**src/verilog/flag_pkg.sv**
```systemverilog
`default_nettype none

package flag_pkg;

    localparam int data_width = 32;

    // Condition opcodes, taken rule in cond_select
    typedef enum logic [2:0] {
        cond_zero     = 3'd0,
        cond_nonzero  = 3'd1,
        cond_ones     = 3'd2,
        cond_not_ones = 3'd3,
        cond_mixed    = 3'd4,
        cond_always   = 3'd5,
        cond_never    = 3'd6
    } cond_op_e;

    typedef enum logic {
        gate_nand = 1'b0,
        gate_nor  = 1'b1
    } gate_kind_e;

    // Gates in one tree layer: groups of four, else groups of three and two
    function automatic int group_count(input int n);
        return (n % 4 == 0) ? n / 4 : (n - 1) / 3 + 1;
    endfunction

endpackage

`default_nettype wire

```
**src/verilog/tree_layer.sv**
```systemverilog
`timescale 1ns/10ps
`default_nettype none

module tree_layer #(
    parameter int                   num_inputs  = 4,
    parameter int                   num_outputs = 1,
    parameter flag_pkg::gate_kind_e gate        = flag_pkg::gate_nand
) (
    input  wire [num_inputs-1:0]  layer_in,
    output wire [num_outputs-1:0] layer_out
);
    import flag_pkg::*;

    localparam bit is_nand = (gate == gate_nand);

    generate
        // Only a full layer of 4-input groups has four inputs per output,
        // the 3/2 remainder below always has fewer
        if (num_inputs == 4 * num_outputs) begin : g_quad
            for (genvar i = 0; i < num_outputs; i++) begin : g_gate
                if (is_nand) begin : g_nand
                    assign layer_out[i] = ~&layer_in[i*4 +: 4];
                end else begin : g_nor
                    assign layer_out[i] = ~|layer_in[i*4 +: 4];
                end
            end
        end else if (num_inputs % 2 == 1 || num_inputs > 4) begin : g_tri
            if (is_nand) begin : g_nand
                assign layer_out[0] = ~&layer_in[2:0];
            end else begin : g_nor
                assign layer_out[0] = ~|layer_in[2:0];
            end

            if (num_outputs > 1) begin : g_rest
                tree_layer #(
                    .num_inputs  (num_inputs - 3),
                    .num_outputs (num_outputs - 1),
                    .gate        (gate)
                ) i_rest (
                    .layer_in  (layer_in[num_inputs-1:3]),
                    .layer_out (layer_out[num_outputs-1:1])
                );
            end
        end else begin : g_pair
            // Even count of four or less
            if (is_nand) begin : g_nand
                assign layer_out[0] = ~&layer_in[1:0];
            end else begin : g_nor
                assign layer_out[0] = ~|layer_in[1:0];
            end

            if (num_outputs > 1) begin : g_rest
                tree_layer #(
                    .num_inputs  (num_inputs - 2),
                    .num_outputs (num_outputs - 1),
                    .gate        (gate)
                ) i_rest (
                    .layer_in  (layer_in[num_inputs-1:2]),
                    .layer_out (layer_out[num_outputs-1:1])
                );
            end
        end
    endgenerate

endmodule

`default_nettype wire

```
**src/verilog/andn.sv**
```systemverilog
`timescale 1ns/10ps
`default_nettype none

module andn #(
    parameter int num_inputs = 2
) (
    input  wire [num_inputs-1:0] in,
    output wire                  out
);
    import flag_pkg::*;

    localparam int num_nand_outputs = group_count(num_inputs);
    localparam int num_nor_outputs  = group_count(num_nand_outputs);

    wire [num_nand_outputs-1:0] nand_outs;   // Inverted partial ANDs

    tree_layer #(
        .num_inputs  (num_inputs),
        .num_outputs (num_nand_outputs),
        .gate        (gate_nand)
    ) i_nand_layer (
        .layer_in  (in),
        .layer_out (nand_outs)
    );

    generate
        if (num_nand_outputs == 1) begin : g_inv
            assign out = ~nand_outs[0];
        end else begin : g_nor
            wire [num_nor_outputs-1:0] nor_outs;   // True partial ANDs

            tree_layer #(
                .num_inputs  (num_nand_outputs),
                .num_outputs (num_nor_outputs),
                .gate        (gate_nor)
            ) i_nor_layer (
                .layer_in  (nand_outs),
                .layer_out (nor_outs)
            );

            if (num_nor_outputs == 1) begin : g_done
                assign out = nor_outs[0];
            end else begin : g_next
                andn #(.num_inputs(num_nor_outputs)) i_next (.in(nor_outs), .out(out));
            end
        end
    endgenerate

endmodule

`default_nettype wire

```
**src/verilog/orn.sv**
```systemverilog
`timescale 1ns/10ps
`default_nettype none

module orn #(
    parameter int num_inputs = 2
) (
    input  wire [num_inputs-1:0] in,
    output wire                  out
);
    import flag_pkg::*;

    localparam int num_nor_outputs  = group_count(num_inputs);
    localparam int num_nand_outputs = group_count(num_nor_outputs);

    wire [num_nor_outputs-1:0] nor_outs;   // Inverted partial ORs

    tree_layer #(
        .num_inputs  (num_inputs),
        .num_outputs (num_nor_outputs),
        .gate        (gate_nor)
    ) i_nor_layer (
        .layer_in  (in),
        .layer_out (nor_outs)
    );

    generate
        if (num_nor_outputs == 1) begin : g_inv
            assign out = ~nor_outs[0];
        end else begin : g_nand
            wire [num_nand_outputs-1:0] nand_outs;   // True partial ORs

            tree_layer #(
                .num_inputs  (num_nor_outputs),
                .num_outputs (num_nand_outputs),
                .gate        (gate_nand)
            ) i_nand_layer (
                .layer_in  (nor_outs),
                .layer_out (nand_outs)
            );

            if (num_nand_outputs == 1) begin : g_done
                assign out = nand_outs[0];
            end else begin : g_next
                orn #(.num_inputs(num_nand_outputs)) i_next (.in(nand_outs), .out(out));
            end
        end
    endgenerate

endmodule

`default_nettype wire

```
**src/verilog/cond_select.sv**
```systemverilog
`timescale 1ns/10ps
`default_nettype none

module cond_select (
    input  wire                 clk,
    input  wire                 rst_n,
    input  wire                 in_valid,
    input  wire flag_pkg::cond_op_e cond,
    input  wire                 all_ones,
    input  wire                 any_one,
    output logic                out_valid,
    output logic                zero,
    output logic                ones,
    output logic                taken
);
    import flag_pkg::*;

    logic taken_next;

    always_comb begin
        case (cond)
            cond_zero:     taken_next = ~any_one;
            cond_nonzero:  taken_next = any_one;
            cond_ones:     taken_next = all_ones;
            cond_not_ones: taken_next = ~all_ones;
            cond_mixed:    taken_next = any_one & ~all_ones;
            cond_always:   taken_next = 1'b1;
            default:       taken_next = 1'b0;   // cond_never and unused codes
        endcase
    end

    always_ff @(posedge clk) begin
        if (!rst_n) begin
            out_valid <= 1'b0;
            zero      <= 1'b0;
            ones      <= 1'b0;
            taken     <= 1'b0;
        end else begin
            out_valid <= in_valid;
            if (in_valid) begin   // Flags hold between strobes
                zero  <= ~any_one;
                ones  <= all_ones;
                taken <= taken_next;
            end
        end
    end

    // The two trees must never disagree
    a_flags_exclusive: assert property (
        @(posedge clk) disable iff (!rst_n)
        out_valid |-> !(ones && zero)
    );

    // All ones on the sampled operand means some bit was one too
    a_ones_implies_any: assert property (
        @(posedge clk) disable iff (!rst_n)
        (out_valid && ones) |-> $past(any_one)
    );

endmodule

`default_nettype wire

```
**src/verilog/flag_unit.sv**
```systemverilog
`timescale 1ns/10ps
`default_nettype none

module flag_unit (
    input  wire                             clk,
    input  wire                             rst_n,
    input  wire                             in_valid,
    input  wire [flag_pkg::data_width-1:0]  operand,
    input  wire flag_pkg::cond_op_e         cond,
    output wire                             out_valid,
    output wire                             zero,
    output wire                             ones,
    output wire                             taken
);
    import flag_pkg::*;

    wire all_ones;
    wire any_one;

    andn #(.num_inputs(data_width)) i_andn (.in(operand), .out(all_ones));
    orn  #(.num_inputs(data_width)) i_orn  (.in(operand), .out(any_one));

    cond_select i_cond_select (
        .clk       (clk),
        .rst_n     (rst_n),
        .in_valid  (in_valid),
        .cond      (cond),
        .all_ones  (all_ones),
        .any_one   (any_one),
        .out_valid (out_valid),
        .zero      (zero),
        .ones      (ones),
        .taken     (taken)
    );

endmodule

`default_nettype wire

```
**config.mk**
```make
export PLATFORM = sky130hd
export DESIGN_NAME = flag_unit
export DESIGN_NICKNAME = d
export VERILOG_FILES = /design/src/verilog/flag_pkg.sv /design/src/verilog/tree_layer.sv /design/src/verilog/andn.sv /design/src/verilog/orn.sv /design/src/verilog/cond_select.sv /design/src/verilog/flag_unit.sv
export SDC_FILE = /design/constraint.sdc
export NUM_CORES = 1
export LEC_CHECK = 0
export BUFFER_PORTS_ARGS = -buffer_cell sky130_fd_sc_hd__buf_2
export CORE_AREA = 2 2 39 41
export CTS_BUF_LIST = sky130_fd_sc_hd__clkbuf_16
export CTS_CLUSTER_DIAMETER = 40
export DETAILED_ROUTE_END_ITERATION = 7
export DIE_AREA = 0 0 41 43
export GPL_TIMING_DRIVEN = 0
export PLACE_DENSITY = 0.81
export SYNTH_ARGS = -nofsm -noshare
export SYNTH_HDL_FRONTEND = slang
export SYNTH_SLANG_ARGS = --single-unit
```
**constraint.sdc**
```tcl
create_clock -name clk -period 1.25 [get_ports clk]
set_clock_uncertainty 0.15 [all_clocks]
set_input_delay 0.0625 -clock clk [delete_from_list [all_inputs] [get_ports clk]]
set_output_delay 0.0625 -clock clk [all_outputs]
set_load 0.02 [all_outputs]
```
==> flow_summary.yaml, run 1 <==
status:
  status: "finished, violations left"
  violations: "setup timing"
critical_path:
  crit_buf_inv: 1
  crit_chain: "buf_2 > nor4_1 > nand2_1 > nor4_4 > mux2i_1 > a31oi_1"
  cp_slowest_cell: "nor4_4"
  worstSetupStartpointType: "input pin"
  crit_type: "input pin to flip-flop"
  crit_required_ns: 1.19
  cpPeakStageDelay_ns: 0.35
  cp_max_fo: 3
  worstPathArrival_ns: 1.24
  crit_family: "simple AND/OR/NAND/NOR gates"
  endpoint_kind: "flip-flop"
logic_synthesis:
  synth_cells: 45
  synth_most_common_cell: "nor4_1"
  ys_async_sr_fraction_pct: 0
  synth_edf_count: 0
  synth_common_cells: "nor4_1, nand4_1, nand2_1, dfxtp_1"
  ys_top_cells_by_area: "dfxtp_1, nor4_1, nand4_1, mux2i_1, nor4_4"
  yosys_most_used_dff: "dfxtp_1"
  ys_seq_elements: 4
  yosysTopAreaCell: "dfxtp_1"
  synth_top_area_share_pct: 22.6
  synth.avg_cell_area_um2: 7.87
  synth.distinct_cells: 16
  ys_seq_area_share_pct: 22.6
  yosysWarnings: 0
  synth_fp_nets: 83
  syn_area_um2: 354
layout:
  final_cells: 107
  antenna_cells: 0
  final_cell_area_um2: 773
  drive_gt1_share_pct: 57.1
  post-route-util_pct: 55.9
  syn_to_final_growth_pct: 118
  nets: 131
timing:
  hold_viol_final: 0
  finalMaxSlewViolations: 0
  report.final.setup_viol: 1
  tightest_slew_ns: 0.307
  max_freq_mhz: 771
  grt_setup_unrepaired: "yes"
  post-route-period-util_pct: 104
  timing.final.ws_setup_ns: -0.0473
  max-slew-margin-rel_pct: 79.4
  layout_min_cycle_time_ns: 1.30
  fin_tns_setup_ns: -0.0473
global_route:
  antenna_found_initial: 0
  grt_pass1_vias: 562
  grt_first_pass_wirelength_um: 1960
  grt_usage_pct: 16.8
  grt_max_degree: 6
  gr-total-overflow: 0
floorplanning:
  fp.dieArea_mm2: 0.00176
  die_x_um: 41
  io_pins: 42
  start_util_pct: 25.6
  die_h_um: 43
  row_count: 14
  core-area_mm2: 0.00138
run:
  drv_cap: 0
drt:
  detail-route-antenna-nets: 0
  drc: 0
  dr.pass1.iters: 4
  drtIter0Drc: 7
  vias_per_cell: 5.26
  wirelength_um: 1300
  vias: 563
  wl_per_cell_um: 12.2
pwr:
  powerDensity_mw_per_mm2: 1000
  power.leakage_nw: 0.333
  ir_drop_uv: 458
placed_design:
  placed_cell_area_um2: 609
  dp_hpwl_um: 1010
  pre_cts_ws_ns: -0.302
  io_buffers: 41
  dp.cells: 102
  gp_congestion: 0.654
cts:
  htreeDepth: 1
  cts.sinks: 4
  clock_latency_ns: 0.22
  path_clk_slew_ns: 0.03
  cts_root_buf: "clkbuf_16"
  cts_made_buffers: 3
  cts_tree: "built"
  cts_buffer_depth: 2
min_path:
  hp-class: "input pin to flip-flop"
[worst reg2reg max path: stages (launching register included)]
cell and delay [ns]:
dfxtp_1 0.30, o21ai_0 0.17, a31oi_1 0.07
[per-stage QoR]
stage | hold slack [ns] | power, mW
final | 0.0844 | 0.776
after global routing | 0.0947 | 0.805
after CTS | 0.0693 | 0.776
after detailed placement | 0.164 | 0.258
after global placement | 0.157 | 0.254
after floorplan | 0.0342 | 0.169
[layout make-up]
type / instances / area (um2)
Inverter: 1 / 3.75
Clock buffer: 3 / 75.1
Multi-Input combinational cell: 40 / 334
Tap cell: 16 / 20.0
Fill cell: 128 / 611
Timing Repair Buffer: 43 / 260
Sequential cell: 4 / 80.1
[cell usage in the layout (no fill, tap or decap)]
cell type       n
dlygate4sd3_1   2
nor4_4          4
nor4_2          3
nor2b_1         3
nand4_1         8
and2_1          2
buf_2          36
nand3_1         2
inv_1           1
clkbuf_16       3
o211a_1         1
a31oi_1         1
nor3b_1         1
mux2i_1         3
o41a_2          1
buf_8           1
nand2_1         5
nor3_1          1
nor4_1          4
o21ai_0         1
dfxtp_1         4
buf_6           4
[final timing paths]
path / slack [ns] / cells past startpoint / end / from
min reg2reg: 0.38 / 2 / i_cond_select.zero / i_cond_select.zero
max: -0.05 / 6 / i_cond_select.taken / operand[28]
max reg2reg: 0.44 / 2 / i_cond_select.taken / i_cond_select.taken
min: 0.08 / 3 / i_cond_select.taken / cond[1]
[registers in the layout, summed over array words and instances (netlist names)]
| name | cells |
|---|---|
| i_cond_select.ones | 1 |
| i_cond_select.out_valid | 1 |
| i_cond_select.zero | 1 |
| i_cond_select.taken | 1 |
[report_power, final]
part           total (mW)  leakage [nW]  internal, mW  switching (mW)
Combinational       0.148         0.263        0.0805          0.0672
Sequential          0.134        0.0328         0.133         0.00149
Clock               0.494        0.0370         0.408          0.0853
Total               0.776         0.333         0.622           0.154
[cells by family (layout without fill, tap and decap cells)]
family                 after synthesis  in the layout  synth area share, %
flip-flops                           4              4                 22.6
AND/OR/NAND/NOR                     33             33                 58.3
buffers and inverters                1             47                 1.06
multiplexers                         3              3                 8.48
AO/OA/AOI/OAI                        4              4                 9.54
[routing by layer]
layer / share of wire (%) / global-route usage, % / vias up
li1: - / - / 285
met1: 36 / 14.7 / 244
met2: 53 / 30.0 / 32
met3: 9.1 / 3.66 / 2
met4: 2.1 / 12.0 / 0
met5: 0 / 0 / -
[repair_timing]
| item | CTS | global route |
|---|---|---|
| hold buffers | 2 | 0 |
| endpoints found under the setup margin | 1 | 2 |
| resized for setup | 9 | 4 |
| pin swaps | 8 | 5 |
| endpoints found under the hold margin | 4 | 0 |
| buffers inserted | 0 | 0 |
Note: power is estimated with default switching activity, not from simulation.
==> run 2: changes to the inputs <==
--- a/config.mk
+++ b/config.mk
@@ -13,6 +13,7 @@
 export DIE_AREA = 0 0 41 43
 export GPL_TIMING_DRIVEN = 0
 export PLACE_DENSITY = 0.81
+export REMOVE_ABC_BUFFERS = 1
 export SYNTH_ARGS = -nofsm -noshare
 export SYNTH_HDL_FRONTEND = slang
 export SYNTH_SLANG_ARGS = --single-unit
==> flow_summary.yaml, run 2 (synthesis results as in run 1) <==
placed_design:
  io_buffers: 41
  gp_congestion: 0.634
  placed_cell_area_um2: 579
  dp_hpwl_um: 1150
cts:
  cts.sinks: 4
  cts_root_buf: "clkbuf_16"
  htreeDepth: 1
  cts_made_buffers: 3
  cts_tree: "built"
  cts_buffer_depth: 2
  clock_latency_ns: 0.22
  path_clk_slew_ns: 0.03
global_route:
  grt_usage_pct: 17.9
  antenna_found_initial: 0
  grt_pass1_vias: 635
  grt_max_degree: 6
  gr-total-overflow: 0
  grt_first_pass_wirelength_um: 2210
floorplanning:
  row_count: 14
  fp.dieArea_mm2: 0.00176
  start_util_pct: 25.6
  core-area_mm2: 0.00138
  die_h_um: 43
  die_x_um: 41
  io_pins: 42
drt:
  dr.pass1.iters: 3
  vias_per_cell: 5.38
  drtIter0Drc: 3
  wirelength_um: 1450
  drc: 0
  vias: 586
  wl_per_cell_um: 13.3
  detail-route-antenna-nets: 0
critical_path:
  crit_required_ns: 1.20
  cp_max_fo: 3
  worstPathArrival_ns: 1.24
  endpoint_kind: "flip-flop"
  rr_endpoint: "i_cond_select.taken"
  rr_worst_depth: 2
  worstSetupStartpointType: "input pin"
  crit_type: "input pin to flip-flop"
  r2r-start: "i_cond_select.taken"
  rrSetupSlack_ns: 0.47
timing:
  grt_setup_unrepaired: "yes"
  fin_tns_setup_ns: -0.0446
  tightest_slew_ns: 0.372
  post-route-period-util_pct: 104
  finalMaxSlewViolations: 0
  hold_viol_final: 0
  timing.final.ws_setup_ns: -0.0446
  max_freq_mhz: 772
  max-slew-margin-rel_pct: 75.0
  report.final.setup_viol: 1
  finalHoldWorstSlack_ns: 0.0895
  layout_min_cycle_time_ns: 1.29
min_path:
  holdPathStages: 3
  whs_endpoint: "i_cond_select.taken"
  hp-class: "input pin to flip-flop"
  min-delay-start: "cond[1]"
layout:
  antenna_cells: 0
  mostFrequentLayoutCells: "buf_2, nand4_1"
  final_common_cell: "buf_2"
  final_cell_area_um2: 791
  drive_gt1_share_pct: 59.1
  fillers: 132
  nets: 133
  post-route-util_pct: 57.1
  syn_to_final_growth_pct: 123
run:
  drv_cap: 0
pwr:
  total_power_mw: 0.778
  power.leakage_nw: 0.345
  powerDensity_mw_per_mm2: 984
  ir_drop_uv: 919
status:
  violations: "setup timing"
  status: "finished, violations left"
[run 2: changes by cell type in the layout (fill, tap and decap cells not counted), sizes merged]
cell / delta
buf: +2
[run 2: worst max-delay path, cell delays in order]
cell     delay, ns
buf_2         0.11
nor4_1        0.29
nand2_1       0.13
nor4_4        0.30
mux2i_1       0.24
a31oi_1       0.11
[run 2: report_power, final]
group | internal (mW) | leakage (nW) | switching [mW]
combinational | 0.0829 | 0.275 | 0.0718
sequential | 0.133 | 0.0328 | 0.00140
clock | 0.408 | 0.0370 | 0.0815
[run 2: stage by stage]
step / setup slack, ns / cells
final: -0.0446 / 109
after global routing: -0.166 / 109
after CTS: -0.0556 / 108
after detailed placement: -0.298 / 102
after global placement: -0.291 / 102
after floorplan: -0.0575 / 45
[run 2: cell type report]
class | instances | area, um2 | area share, %
Tap cell | 16 | 20.0 | 2.53
Clock buffer | 3 | 75.1 | 9.49
Sequential cell | 4 | 80.1 | 10.1
Inverter | 1 | 3.75 | 0.475
Multi-Input combinational cell | 40 | 337 | 42.6
Timing Repair Buffer | 45 | 275 | 34.8
[run 2: how the worst max path moves through the flow]
stage | start | end | slack [ns] | cells after the start
after floorplan | operand[28] | i_cond_select.taken | -0.06 | 5
after global placement | operand[28] | i_cond_select.taken | -0.29 | 6
after detailed placement | operand[28] | i_cond_select.taken | -0.30 | 6
after CTS | operand[19] | i_cond_select.taken | -0.06 | 6
after global routing | operand[17] | i_cond_select.taken | -0.17 | 6
final | operand[22] | i_cond_select.taken | -0.04 | 6
[run 2: layer usage]
layer | wire, um | track usage, % | vias to the layer above
li1 | - | - | 284
met1 | 460 | 12.5 | 276
met2 | 898 | 36.3 | 22
met3 | 60 | 6.28 | 4
met4 | 28 | 7.33 | 0
met5 | 0 | 0 | -
[run 2: timing repair]
item,in CTS,in global routing
setup buffers,1,1
hold buffers,2,0
resized for setup,6,12
hold endpoints to repair,4,0
pin swaps,7,7
setup endpoints to repair,1,2
==> run 3: changes to the inputs <==
--- a/config.mk
+++ b/config.mk
@@ -5,15 +5,14 @@
 export SDC_FILE = /design/constraint.sdc
 export NUM_CORES = 1
 export LEC_CHECK = 0
-export BUFFER_PORTS_ARGS = -buffer_cell sky130_fd_sc_hd__buf_2
 export CORE_AREA = 2 2 39 41
 export CTS_BUF_LIST = sky130_fd_sc_hd__clkbuf_16
 export CTS_CLUSTER_DIAMETER = 40
 export DETAILED_ROUTE_END_ITERATION = 7
 export DIE_AREA = 0 0 41 43
+export DONT_BUFFER_PORTS = 1
 export GPL_TIMING_DRIVEN = 0
-export PLACE_DENSITY = 0.81
-export REMOVE_ABC_BUFFERS = 1
+export PLACE_DENSITY = 0.52
 export SYNTH_ARGS = -nofsm -noshare
 export SYNTH_HDL_FRONTEND = slang
 export SYNTH_SLANG_ARGS = --single-unit
==> flow_summary.yaml, run 3 (synthesis results as in run 1) <==
critical_path:
  crit_family: "simple AND/OR/NAND/NOR gates"
  cpPeakStageDelay_ns: 0.35
  cp_max_fo: 3
  worstPathArrival_ns: 1.11
  crit_buf_inv: 0
  cp_slowest_cell: "nor4_4"
  crit_required_ns: 1.20
  crit_chain: "nor4_2 > nand2_1 > nor4_4 > mux2i_1 > a31oi_1"
  crit_type: "input pin to flip-flop"
  endpoint_kind: "flip-flop"
  worstSetupStartpointType: "input pin"
timing:
  finalMaxSlewViolations: 0
  layout_min_cycle_time_ns: 1.16
  timing.final.ws_setup_ns: 0.0894
  report.final.setup_viol: 0
  post-route-period-util_pct: 92.9
  hold_viol_final: 1
  grt_setup_unrepaired: "no"
  tightest_slew_ns: 0.350
  fin_tns_setup_ns: 0
  max_freq_mhz: 862
  finalHoldWorstSlack_ns: -0.0776
  max-slew-margin-rel_pct: 76.4
pwr:
  comb_power_share_pct: 5.9
  power.share.switching_pct: 16.1
  power.leakage_nw: 0.154
  powerDensity_mw_per_mm2: 1300
  power_frac_clock_pct: 73.4
  p_seq_share_pct: 20.8
  p_switching_mw: 0.109
  internal-power_mw: 0.567
  ir_drop_uv: 724
  total_power_mw: 0.676
floorplanning:
  row_count: 14
  start_util_pct: 25.6
  die_x_um: 41
  core-area_mm2: 0.00138
  fp.dieArea_mm2: 0.00176
  die_h_um: 43
  io_pins: 42
drt:
  dr.pass1.iters: 4
  vias: 415
  detail-route-antenna-nets: 0
  drtIter0Drc: 1
  wl_per_cell_um: 15.2
  wirelength_um: 1010
  drc: 0
  vias_per_cell: 6.29
placed_design:
  placed_cell_area_um2: 404
  gp_congestion: 0.620
  pre_cts_ws_ns: -0.209
  io_buffers: 0
  dp_hpwl_um: 783
status:
  violations: "hold timing"
  status: "finished, violations left"
layout:
  final_common_cell: "nand4_1"
  nets: 90
  drive_gt1_share_pct: 22.0
  antenna_cells: 0
  syn_to_final_growth_pct: 47.0
  final_cell_area_um2: 520
  mostFrequentLayoutCells: "nand4_1, nor4_1, nand2_1, dfxtp_1"
  fillers: 145
global_route:
  grt_usage_pct: 13.3
  antenna_found_initial: 0
  gr-total-overflow: 0
  grt_first_pass_wirelength_um: 1480
  grt_max_degree: 6
  grt_pass1_vias: 416
cts:
  cts.sinks: 4
  postCtsHoldBufs: 2
  cts_buffer_depth: 2
  cts_root_buf: "clkbuf_16"
  cts_tree: "built"
  clock_latency_ns: 0.23
  htreeDepth: 1
  path_clk_slew_ns: 0.03
  cts_made_buffers: 3
min_path:
  hp-class: "input pin to flip-flop"
run:
  drv_cap: 0
==> run 3: cell types whose count changed in the layout (fill, tap and decap cells not counted), sizes merged <==
cell  before  now
buf       43    0
==> run 3: area by class of cell <==
class,instances,area [um2],area share (%)
multi-input cells,40,322,61.8
flip-flops and latches,4,80.1,15.4
clock buffers,3,75.1,14.4
repair buffers,2,20.0,3.85
well taps,16,20.0,3.85
inverters,1,3.75,0.721
==> run 3: power by group through the flow <==
stage | Clock, mW | Combinational, mW | Sequential, mW
3_5_place_dp | 0 | 0.0303 | 0.142
4_1_cts | 0.502 | 0.0386 | 0.140
5_1_grt | 0.521 | 0.0444 | 0.141
3_3_place_gp | 0 | 0.0303 | 0.142
2_1_floorplan | 0 | 0.0274 | 0.142
6_report | 0.496 | 0.0396 | 0.140
==> run 3: worst paths after layout <==
kind / start / endpoint / slack, ns / cells after the start
setup / recovery: operand[28] / i_cond_select.taken / 0.09 / 5
hold / removal: cond[1] / i_cond_select.taken / -0.08 / 2
setup reg to reg: i_cond_select.taken / i_cond_select.taken / 0.34 / 2
hold reg to reg: i_cond_select.ones / i_cond_select.ones / 0.47 / 2
==> run 3: layer usage <==
| metal | global-route usage (%) | wire length (um) | vias up |
|---|---|---|---|
| met2 | 20.3 | 549 | 26 |
| met3 | 9.42 | 107 | 2 |
| met4 | 8.00 | 6 | 0 |
| li1 | - | - | 199 |
| met5 | 0 | 0 | - |
| met1 | 12.2 | 344 | 188 |
==> run 3: per-stage QoR <==
stage | utilization, % | instances | hold slack, ns
global route | 37.6 | 66 | -0.0742
CTS | 36.1 | 66 | -0.0737
finish | 37.6 | 66 | -0.0776
global placement | 29.2 | 61 | 0.0359
detailed placement | 29.2 | 61 | 0.0374
floorplan | - | 45 | 0.0342
==> run 3: timing repair <==
| action | CTS | global route |
|---|---|---|
| gates resized for setup | 0 | 4 |
| buffers inserted | 0 | 0 |
| setup endpoints to repair | 0 | 1 |
| hold endpoints to repair | 4 | 1 |
